<file path="src/common/mips_isa_pkg.sv">
package mips_isa_pkg;

    localparam int data_w     = 32;
    localparam int reg_addr_w = 5;
    localparam int opcode_w   = 6;
    localparam int funct_w    = 6;
    localparam int imm_w      = 16;

    // primary opcode field, instr[31:26]
    typedef enum logic [opcode_w-1:0] {
        op_rtype = 6'h00,
        op_beq   = 6'h04,
        op_addi  = 6'h08,
        op_andi  = 6'h0c,
        op_ori   = 6'h0d
    } opcode_e;

    // function field of R-type words, instr[5:0]
    typedef enum logic [funct_w-1:0] {
        fn_add = 6'h20,
        fn_sub = 6'h22,
        fn_and = 6'h24,
        fn_or  = 6'h25,
        fn_slt = 6'h2a
    } funct_e;

    // internal ALU operation select
    typedef enum logic [2:0] {
        alu_add = 3'd0,
        alu_sub = 3'd1,
        alu_and = 3'd2,
        alu_or  = 3'd3,
        alu_slt = 3'd4
    } alu_op_e;

endpackage

</file>
<file path="src/common/pipe_pkg.sv">
package pipe_pkg;

    import mips_isa_pkg::*;

    typedef struct packed {
        logic    reg_write;
        logic    alu_src;
        logic    reg_dest;
        logic    branch;
        alu_op_e alu_op;
    } ctrl_t;

    // decode to execute, immediate is already extended
    typedef struct packed {
        logic                  valid;
        ctrl_t                 ctrl;
        logic [data_w-1:0]     pc;
        logic [data_w-1:0]     data_a;
        logic [data_w-1:0]     data_b;
        logic [data_w-1:0]     immediate;
        logic [reg_addr_w-1:0] rt;
        logic [reg_addr_w-1:0] rd;
    } id_ex_t;

    typedef struct packed {
        logic [data_w-1:0]     pc;
        logic [reg_addr_w-1:0] dest;
        logic                  reg_write;
        logic [data_w-1:0]     result;
        logic                  branch_taken;
        logic [data_w-1:0]     branch_target;
    } ex_res_t;

    typedef struct packed {
        logic                  en;
        logic [reg_addr_w-1:0] addr;
        logic [data_w-1:0]     data;
    } wb_t;

endpackage

</file>
<file path="src/decode/register_file.sv">
module register_file (
    input  logic                                i_clock,
    input  logic                                rst_n,
    input  logic [mips_isa_pkg::reg_addr_w-1:0] rs_addr,
    input  logic [mips_isa_pkg::reg_addr_w-1:0] rt_addr,
    output logic [mips_isa_pkg::data_w-1:0]     rs_data,
    output logic [mips_isa_pkg::data_w-1:0]     rt_data,
    input  pipe_pkg::wb_t                       wb
);

    import mips_isa_pkg::*;

    localparam int num_regs = 1 << reg_addr_w;

    logic [data_w-1:0] regs [num_regs];

    always_ff @(posedge i_clock) begin
        if (!rst_n) begin
            for (int i = 0; i < num_regs; i++) begin
                regs[i] <= '0;
            end
        end else if (wb.en && wb.addr != '0) begin
            // r0 is never written so it keeps its reset value
            regs[wb.addr] <= wb.data;
        end
    end

    // read ports are combinational
    assign rs_data = (rs_addr == '0) ? '0 : regs[rs_addr];
    assign rt_data = (rt_addr == '0) ? '0 : regs[rt_addr];

endmodule

</file>
<file path="src/decode/decode_stage.sv">
module decode_stage (
    input  logic                                i_clock,
    input  logic                                rst_n,
    input  logic                                in_req,
    input  logic [mips_isa_pkg::data_w-1:0]     in_instr,
    input  logic [mips_isa_pkg::data_w-1:0]     in_pc,
    output logic                                in_ack,
    input  logic                                stall,
    input  logic                                pend_a_valid,
    input  logic [mips_isa_pkg::reg_addr_w-1:0] pend_a_dest,
    input  logic                                pend_b_valid,
    input  logic [mips_isa_pkg::reg_addr_w-1:0] pend_b_dest,
    input  pipe_pkg::wb_t                       wb,
    output pipe_pkg::id_ex_t                    id_out
);

    import mips_isa_pkg::*;
    import pipe_pkg::*;

    logic                  slot_valid;
    logic [data_w-1:0]     slot_instr;
    logic [data_w-1:0]     slot_pc;
    logic [reg_addr_w-1:0] rs;
    logic [reg_addr_w-1:0] rt;
    logic [reg_addr_w-1:0] rd;
    logic [imm_w-1:0]      imm;
    logic [data_w-1:0]     rs_data;
    logic [data_w-1:0]     rt_data;
    logic [data_w-1:0]     imm_ext;
    logic                  zero_ext;
    logic                  uses_rs;
    logic                  uses_rt;
    logic                  rs_hit;
    logic                  rt_hit;
    logic                  hazard;
    ctrl_t                 ctrl;

    // four-phase input, one word held in the slot until id_ex takes it
    always_ff @(posedge i_clock) begin
        if (!rst_n) begin
            slot_valid <= 1'b0;
            in_ack     <= 1'b0;
        end else if (in_req && !in_ack && !slot_valid) begin
            slot_valid <= 1'b1;
            slot_instr <= in_instr;
            slot_pc    <= in_pc;
            in_ack     <= 1'b1;
        end else begin
            if (!in_req && in_ack) begin
                in_ack <= 1'b0;
            end
            if (slot_valid && !hazard && !stall) begin
                slot_valid <= 1'b0;
            end
        end
    end

    assign rs  = slot_instr[25:21];
    assign rt  = slot_instr[20:16];
    assign rd  = slot_instr[15:11];
    assign imm = slot_instr[15:0];

    always_comb begin
        ctrl     = '0;
        zero_ext = 1'b0;
        uses_rs  = 1'b0;
        uses_rt  = 1'b0;
        case (opcode_e'(slot_instr[31:26]))
            op_rtype: begin
                uses_rs       = 1'b1;
                uses_rt       = 1'b1;
                ctrl.reg_dest = 1'b1;
                ctrl.reg_write = 1'b1;
                case (funct_e'(slot_instr[5:0]))
                    fn_add:  ctrl.alu_op = alu_add;
                    fn_sub:  ctrl.alu_op = alu_sub;
                    fn_and:  ctrl.alu_op = alu_and;
                    fn_or:   ctrl.alu_op = alu_or;
                    fn_slt:  ctrl.alu_op = alu_slt;
                    // unknown funct retires as a nop
                    default: ctrl.reg_write = 1'b0;
                endcase
            end
            op_addi, op_andi, op_ori: begin
                uses_rs        = 1'b1;
                ctrl.reg_write = 1'b1;
                ctrl.alu_src   = 1'b1;
                if (slot_instr[31:26] == op_andi) begin
                    ctrl.alu_op = alu_and;
                    zero_ext    = 1'b1;
                end else if (slot_instr[31:26] == op_ori) begin
                    ctrl.alu_op = alu_or;
                    zero_ext    = 1'b1;
                end
            end
            op_beq: begin
                uses_rs     = 1'b1;
                uses_rt     = 1'b1;
                ctrl.branch = 1'b1;
                ctrl.alu_op = alu_sub;
            end
            default: ;
        endcase
    end

    assign imm_ext = zero_ext ? {{(data_w-imm_w){1'b0}}, imm}
                              : {{(data_w-imm_w){imm[imm_w-1]}}, imm};

    // raw interlock against id_ex and the result holding register
    assign rs_hit = uses_rs && rs != '0 &&
                    ((pend_a_valid && pend_a_dest == rs) || (pend_b_valid && pend_b_dest == rs));
    assign rt_hit = uses_rt && rt != '0 &&
                    ((pend_a_valid && pend_a_dest == rt) || (pend_b_valid && pend_b_dest == rt));
    assign hazard = rs_hit || rt_hit;

    register_file u_regs (
        .i_clock (i_clock),
        .rst_n   (rst_n),
        .rs_addr (rs),
        .rt_addr (rt),
        .rs_data (rs_data),
        .rt_data (rt_data),
        .wb      (wb)
    );

    always_comb begin
        id_out.valid     = slot_valid && !hazard;
        id_out.ctrl      = ctrl;
        id_out.pc        = slot_pc;
        id_out.data_a    = rs_data;
        id_out.data_b    = rt_data;
        id_out.immediate = imm_ext;
        id_out.rt        = rt;
        id_out.rd        = rd;
    end

    ack_after_req: assert property (
        @(posedge i_clock) disable iff (!rst_n)
        $rose(in_ack) |-> $past(in_req)
    );

endmodule

</file>
<file path="src/verilog/id_ex_reg.sv">
module id_ex_reg (
    input  logic             i_clock,
    input  logic             rst_n,
    input  logic             stall,
    input  pipe_pkg::id_ex_t id_in,
    output pipe_pkg::id_ex_t ex_out
);

    // controls are cleared for reset and bubbles, payload only loads
    always_ff @(posedge i_clock) begin
        if (!rst_n) begin
            ex_out.valid <= 1'b0;
            ex_out.ctrl  <= '0;
        end else if (!stall) begin
            if (id_in.valid) begin
                ex_out <= id_in;
            end else begin
                ex_out.valid <= 1'b0;
                ex_out.ctrl  <= '0;
            end
        end
    end

    // a bubble must never write or branch downstream
    bubble_is_inert: assert property (
        @(posedge i_clock) disable iff (!rst_n)
        !ex_out.valid |-> (!ex_out.ctrl.reg_write && !ex_out.ctrl.branch)
    );

endmodule

</file>
<file path="src/execute/execute_stage.sv">
module execute_stage (
    input  pipe_pkg::id_ex_t  ex_in,
    output logic              res_valid,
    output pipe_pkg::ex_res_t res
);

    import mips_isa_pkg::*;

    logic [data_w-1:0] op_a;
    logic [data_w-1:0] op_b;
    logic [data_w-1:0] alu_out;
    logic [data_w-1:0] pc_plus4;
    logic              lt;

    assign op_a = ex_in.data_a;
    // immediate already extended in decode
    assign op_b = ex_in.ctrl.alu_src ? ex_in.immediate : ex_in.data_b;

    assign lt = $signed(op_a) < $signed(op_b);

    always_comb begin
        case (ex_in.ctrl.alu_op)
            alu_add: alu_out = op_a + op_b;
            alu_sub: alu_out = op_a - op_b;
            alu_and: alu_out = op_a & op_b;
            alu_or:  alu_out = op_a | op_b;
            alu_slt: alu_out = {{(data_w-1){1'b0}}, lt};
            default: alu_out = '0;
        endcase
    end

    assign pc_plus4 = ex_in.pc + data_w'(4);

    assign res_valid = ex_in.valid;

    always_comb begin
        res.pc        = ex_in.pc;
        res.dest      = ex_in.ctrl.reg_dest ? ex_in.rd : ex_in.rt;
        // gated with valid so it can serve directly as the pending flag
        res.reg_write = ex_in.valid && ex_in.ctrl.reg_write;
        res.result    = alu_out;
        // beq compares the registers, never the immediate
        res.branch_taken  = ex_in.valid && ex_in.ctrl.branch &&
                            (ex_in.data_a == ex_in.data_b);
        res.branch_target = pc_plus4 + {ex_in.immediate[data_w-3:0], 2'b00};
    end

endmodule

</file>
<file path="src/verilog/result_port.sv">
module result_port (
    input  logic                                i_clock,
    input  logic                                rst_n,
    input  logic                                res_valid,
    input  pipe_pkg::ex_res_t                   res,
    output logic                                busy,
    output logic                                pend_valid,
    output logic [mips_isa_pkg::reg_addr_w-1:0] pend_dest,
    output pipe_pkg::wb_t                       wb,
    output logic                                out_req,
    output pipe_pkg::ex_res_t                   out_res,
    input  logic                                out_ack
);

    typedef enum logic [1:0] {
        rp_empty,
        rp_req,
        rp_drop
    } rp_state_e;

    rp_state_e state;

    always_ff @(posedge i_clock) begin
        if (!rst_n) begin
            state <= rp_empty;
        end else begin
            case (state)
                rp_empty: begin
                    if (res_valid) begin
                        out_res <= res;
                        state   <= rp_req;
                    end
                end
                rp_req: begin
                    if (out_ack) begin
                        state <= rp_drop;
                    end
                end
                rp_drop: begin
                    // slot frees only once the consumer has released ack
                    if (!out_ack) begin
                        state <= rp_empty;
                    end
                end
                default: state <= rp_empty;
            endcase
        end
    end

    assign out_req = (state == rp_req);
    assign busy    = (state != rp_empty);

    // still pending until the write-back cycle
    assign pend_valid = out_req && !out_ack && out_res.reg_write;
    assign pend_dest  = out_res.dest;

    // single write-back, the one cycle ack is seen high in rp_req
    always_comb begin
        wb.en   = out_req && out_ack && out_res.reg_write && (out_res.dest != '0);
        wb.addr = out_res.dest;
        wb.data = out_res.result;
    end

    req_held_until_ack: assert property (
        @(posedge i_clock) disable iff (!rst_n)
        $fell(out_req) |-> $past(out_ack)
    );

endmodule

</file>
<file path="src/verilog/mips_ex_top.sv">
module mips_ex_top (
    input  logic                            i_clock,
    input  logic                            rst_n,
    input  logic                            in_req,
    input  logic [mips_isa_pkg::data_w-1:0] in_instr,
    input  logic [mips_isa_pkg::data_w-1:0] in_pc,
    output logic                            in_ack,
    output logic                            out_req,
    output pipe_pkg::ex_res_t               out_res,
    input  logic                            out_ack
);

    import mips_isa_pkg::*;
    import pipe_pkg::*;

    id_ex_t                id_out;
    id_ex_t                ex_out;
    ex_res_t               res;
    logic                  res_valid;
    logic                  busy;
    logic                  rp_pend_valid;
    logic [reg_addr_w-1:0] rp_pend_dest;
    wb_t                   wb;

    // id_ex pending dest comes from execute, where it is already resolved
    decode_stage u_decode (
        .i_clock      (i_clock),
        .rst_n        (rst_n),
        .in_req       (in_req),
        .in_instr     (in_instr),
        .in_pc        (in_pc),
        .in_ack       (in_ack),
        .stall        (busy),
        .pend_a_valid (res.reg_write),
        .pend_a_dest  (res.dest),
        .pend_b_valid (rp_pend_valid),
        .pend_b_dest  (rp_pend_dest),
        .wb           (wb),
        .id_out       (id_out)
    );

    id_ex_reg u_id_ex (
        .i_clock (i_clock),
        .rst_n   (rst_n),
        .stall   (busy),
        .id_in   (id_out),
        .ex_out  (ex_out)
    );

    execute_stage u_execute (
        .ex_in     (ex_out),
        .res_valid (res_valid),
        .res       (res)
    );

    result_port u_result (
        .i_clock    (i_clock),
        .rst_n      (rst_n),
        .res_valid  (res_valid),
        .res        (res),
        .busy       (busy),
        .pend_valid (rp_pend_valid),
        .pend_dest  (rp_pend_dest),
        .wb         (wb),
        .out_req    (out_req),
        .out_res    (out_res),
        .out_ack    (out_ack)
    );

endmodule

</file>
<file path="config.mk">
export PLATFORM = sky130hd
export DESIGN_NAME = mips_ex_top
export DESIGN_NICKNAME = d
export VERILOG_FILES = /design/src/common/mips_isa_pkg.sv /design/src/common/pipe_pkg.sv /design/src/decode/register_file.sv /design/src/decode/decode_stage.sv /design/src/verilog/id_ex_reg.sv /design/src/execute/execute_stage.sv /design/src/verilog/result_port.sv /design/src/verilog/mips_ex_top.sv
export SDC_FILE = /design/constraint.sdc
export NUM_CORES = 2
export LEC_CHECK = 0
export BUFFER_PORTS_ARGS = -buffer_cell sky130_fd_sc_hd__clkbuf_2
export CORE_MARGIN = 2
export CORE_UTILIZATION = 40
export DETAILED_ROUTE_END_ITERATION = 16
export HOLD_SLACK_MARGIN = 0.12
export PLACE_DENSITY = 0.53
export SKIP_CTS_REPAIR_TIMING = 1
export SYNTH_ARGS = -nofsm -noshare
export SYNTH_HDL_FRONTEND = slang
export SYNTH_HIERARCHICAL = 1
export SYNTH_SLANG_ARGS = --single-unit
</file>
<file path="constraint.sdc">
create_clock -name i_clock -period 8.7 [get_ports i_clock]
set_input_delay 0 -clock i_clock [delete_from_list [all_inputs] [get_ports i_clock]]
set_output_delay 0 -clock i_clock [all_outputs]
set_load 0.03 [all_outputs]
</file>
==> flow_metrics.env <==
export IMPL_outcome="finished clean"
export IMPL_synth_warnings=6
export IMPL_synth_edf_count=1329
export IMPL_drt_iter0_drc=5312
export IMPL_synth_xor_area_share_pct=1.26
export IMPL_wl_um=252000
export IMPL_synthMuxAreaShare_pct=17.2
export IMPL_drc=0
export IMPL_area_growth_pct=12.5
export IMPL_max_vdd_ir_drop_mv=0.183
export IMPL_drive_gt1_share_pct=20.7
export IMPL_core_um2=181000
export IMPL_cts_num_sinks=1341
export IMPL_port_buffers=172
export IMPL_p_seq_share_pct=48.9
export IMPL_fin_ws_ns=3.91
export IMPL_power_density_nw_per_um2=187
export IMPL_ios=173
export IMPL_slew_viol_final=0
export IMPL_h_tree_depth=4
export IMPL_min_delay_path_depth=4
export IMPL_r2r_end="u_id_ex/ex_out[63]$_DFFE_PP_"
export IMPL_die_h_um=432
export IMPL_drtAntennaViolNets=0
export IMPL_gp_congestion=0.903
export IMPL_n_fill_cell=16000
export IMPL_grt_max_degree=105
export IMPL_layout_commonest_cell="edfxtp_1"
export IMPL_hold_class="input pin to flip-flop"
export IMPL_swShare_pct=24.9
export IMPL_reg2reg_from="u_decode/slot_instr[18]$_DFFE_PP_"
export IMPL_syn_avg_cell_area_um2=13.9
export IMPL_rows=156
export IMPL_synth_flop_cell="edfxtp_1"
export IMPL_fin_skew_ns=0.0265
export IMPL_p_int_mw=11.6
export IMPL_hold_viol=0
export IMPL_clkPwrFrac_pct=41.2
export IMPL_nNetsFinal=5595
export IMPL_cp_arrival_ns=5.25
export IMPL_relSlewSlack_pct=8.10
export IMPL_placed_cells=7435
export IMPL_synth_compound_area_share_pct=6.83
export IMPL_worst_pin_slew_ns=1.37
export IMPL_synth_area_um2=73100
export IMPL_hold_start="rst_n"
export IMPL_fmax_mhz=209
export IMPL_power_frac_comb_pct=9.9
export IMPL_routedWlPerCell_um=32.1
export IMPL_pre_cts_ws_ns=4.20
export IMPL_vias=47200
export IMPL_stdcell_count=7854
export IMPL_start_util_pct=40.4
export IMPL_synth_simple_gate_area_share_pct=12.1
export IMPL_die_w_um=432
export IMPL_cts_buffer_depth=3
export IMPL_grt_pass1_wl_um=353000
export IMPL_maxCapViolations=0
export IMPL_clk_pin_slew_ns=0.06
export IMPL_setup_tns_ns=0
export IMPL_yosys_area_share_adder_pct=2.99
export IMPL_setup_viol=0
export IMPL_clock_latency_ns=0.81
export IMPL_grt_antenna_before_repair=16
export IMPL_cp_max_fo=104
export IMPL_grt_use_total_pct=26.7
export IMPL_post_route_period_util_pct=55.1
export IMPL_layout_common_cells="edfxtp_1, and2_1, mux4_2"
export IMPL_r2r_cells=7
export IMPL_clock_root_buffer="clkbuf_16"
export IMPL_synth_top_family_by_area="multiplexers"
export IMPL_ys_seq_elements=1341
export IMPL_gr_total_overflow=0
export IMPL_hpwl_um=150000
export IMPL_first_pass_iters=6
export IMPL_crit_type="flip-flop to flip-flop"
export IMPL_hold_ws_ns=0.156
export IMPL_p_leak_nw=30.0
export IMPL_p_sw_mw=3.82
export IMPL_end_kind="flip-flop"
export IMPL_cts_tree="built"
export IMPL_min_to="u_id_ex/ex_out[142]$_SDFFE_PN0N_"
export IMPL_rsz0062_at_grt="no"
export IMPL_first_global_vias=46700
export IMPL_cp_required_ns=9.16
export IMPL_cts_inserted_buffers=152
export IMPL_start_kind="flip-flop"
export IMPL_async_flop_share_pct=0
export IMPL_min_period_ns=4.79
export IMPL_die_area_um2=186000
export IMPL_regToRegSetupSlack_ns=3.91
export IMPL_yosysSeqAreaShare_pct=54.9
export IMPL_synth_cell_type_count=100
export IMPL_viasPerCell=6.01
export IMPL_syn_instance_count=5270
-- kinds of logic (layout without fill, tap and decap cells) --
kind of cell               count (synthesis)  in the layout
muxes                                    736            736
and+or+nand+nor                         1495           1495
xor gates and xnor gates                 105            105
DFF                                     1341           1341
AOI/OAI and AO/OA                        724            724
other                                      1             36
adders and majority gates                173            173
buffers and inverters                    695            874
-- registers in the layout (all words and copies together) (netlist names) --
signal	flops
u_decode/u_regs/regs	1024
u_id_ex/ex_out	146
u_result/out_res	98
u_decode/slot_instr	32
u_decode/slot_pc	32
u_result/pend_dest	5
u_result/state	2
u_decode/in_ack	1
u_decode/slot_valid	1
-- power groups by stage --
stage / registers [mW] / logic [mW] / clock network (mW)
floorplan: 7.61 / 0.950 / 0
global placement: 7.64 / 1.46 / 0
detailed placement: 7.64 / 1.46 / 0
CTS: 7.51 / 1.47 / 6.44
global route: 7.53 / 1.61 / 6.68
finish: 7.51 / 1.53 / 6.33
-- per-layer routing --
metal,vias up,part of all wire [%],GRT usage (%)
met1,24500,40,35.2
li1,20000,-,-
met3,454,7.7,4.35
met5,-,0.0083,0
met4,4,3.3,8.68
met2,2226,49,44.9
-- worst max path at each step --
stage | from | to | cells past startpoint
floorplan | u_id_ex/ex_out[142]$_SDFFE_PN0N_ | u_id_ex/ex_out[0]$_DFFE_PP_ | 9
global placement | u_decode/slot_instr[18]$_DFFE_PP_ | u_id_ex/ex_out[63]$_DFFE_PP_ | 7
detailed placement | u_decode/slot_instr[18]$_DFFE_PP_ | u_id_ex/ex_out[63]$_DFFE_PP_ | 7
CTS | u_decode/slot_instr[18]$_DFFE_PP_ | u_id_ex/ex_out[63]$_DFFE_PP_ | 7
global route | u_decode/slot_instr[18]$_DFFE_PP_ | u_id_ex/ex_out[63]$_DFFE_PP_ | 7
finish | u_decode/slot_instr[18]$_DFFE_PP_ | u_id_ex/ex_out[63]$_DFFE_PP_ | 7
-- synthesized netlist by cell type (all sizes together), types with 9 or more instances --
cell,count,area share [%]
mux4,411,13
buf,259,2.5
o21bai,15,0.16
ha,170,2.9
xor2,38,0.46
o21ai,127,0.91
mux2,44,0.68
o211ai,10,0.11
o22ai,82,0.70
a22oi,67,0.69
or2,10,0.086
nor2b,56,0.48
clkbuf,316,1.6
a22o,48,0.57
or4,10,0.11
nor4,33,0.28
and2,1017,8.7
a221oi,11,0.16
nand2b,21,0.19
dfxtp,12,0.33
o221ai,9,0.12
or3,10,0.099
o32ai,19,0.23
nand2,83,0.43
nand3,20,0.14
edfxtp,1329,55
a2111oi,53,0.65
mux2i,281,3.8
xnor2,67,0.80
a21o,24,0.25
nor2,127,0.66
nor3,57,0.40
nand4,18,0.15
a211oi,45,0.48
o21a,11,0.11
inv,120,0.62
a21oi,146,1.0
-- through the flow --
stage,instance area (um^2),power [mW],utilization [%]
floorplan,73200,8.56,-
global placement,76100,9.10,42.0
detailed placement,76100,9.11,42.0
CTS,80900,15.4,44.7
global route,82300,15.8,45.4
finish,82300,15.4,45.4
-- worst max-delay path: stages (launching register included) --
cell and delay (ns):
edfxtp_1 0.32, buf_4 0.72, buf_12 0.63, buf_4 0.73, mux4_2 0.41, and2_1 0.17, o32ai_1 0.93, nor4_1 0.29
-- cell type report --
type                            count  area [um^2]  area share, %
Sequential cell                  1341        40200           48.8
Multi-Input combinational cell   3265        30300           36.8
Clock buffer                      194         4040           4.92
Timing Repair Buffer              474         3570           4.34
Tap cell                         2370         2970           3.60
Clock inverter                     86          803          0.977
Inverter                          120          450          0.548
Antenna cell                        4         10.0         0.0122
Power figures use the tool's default switching activity.
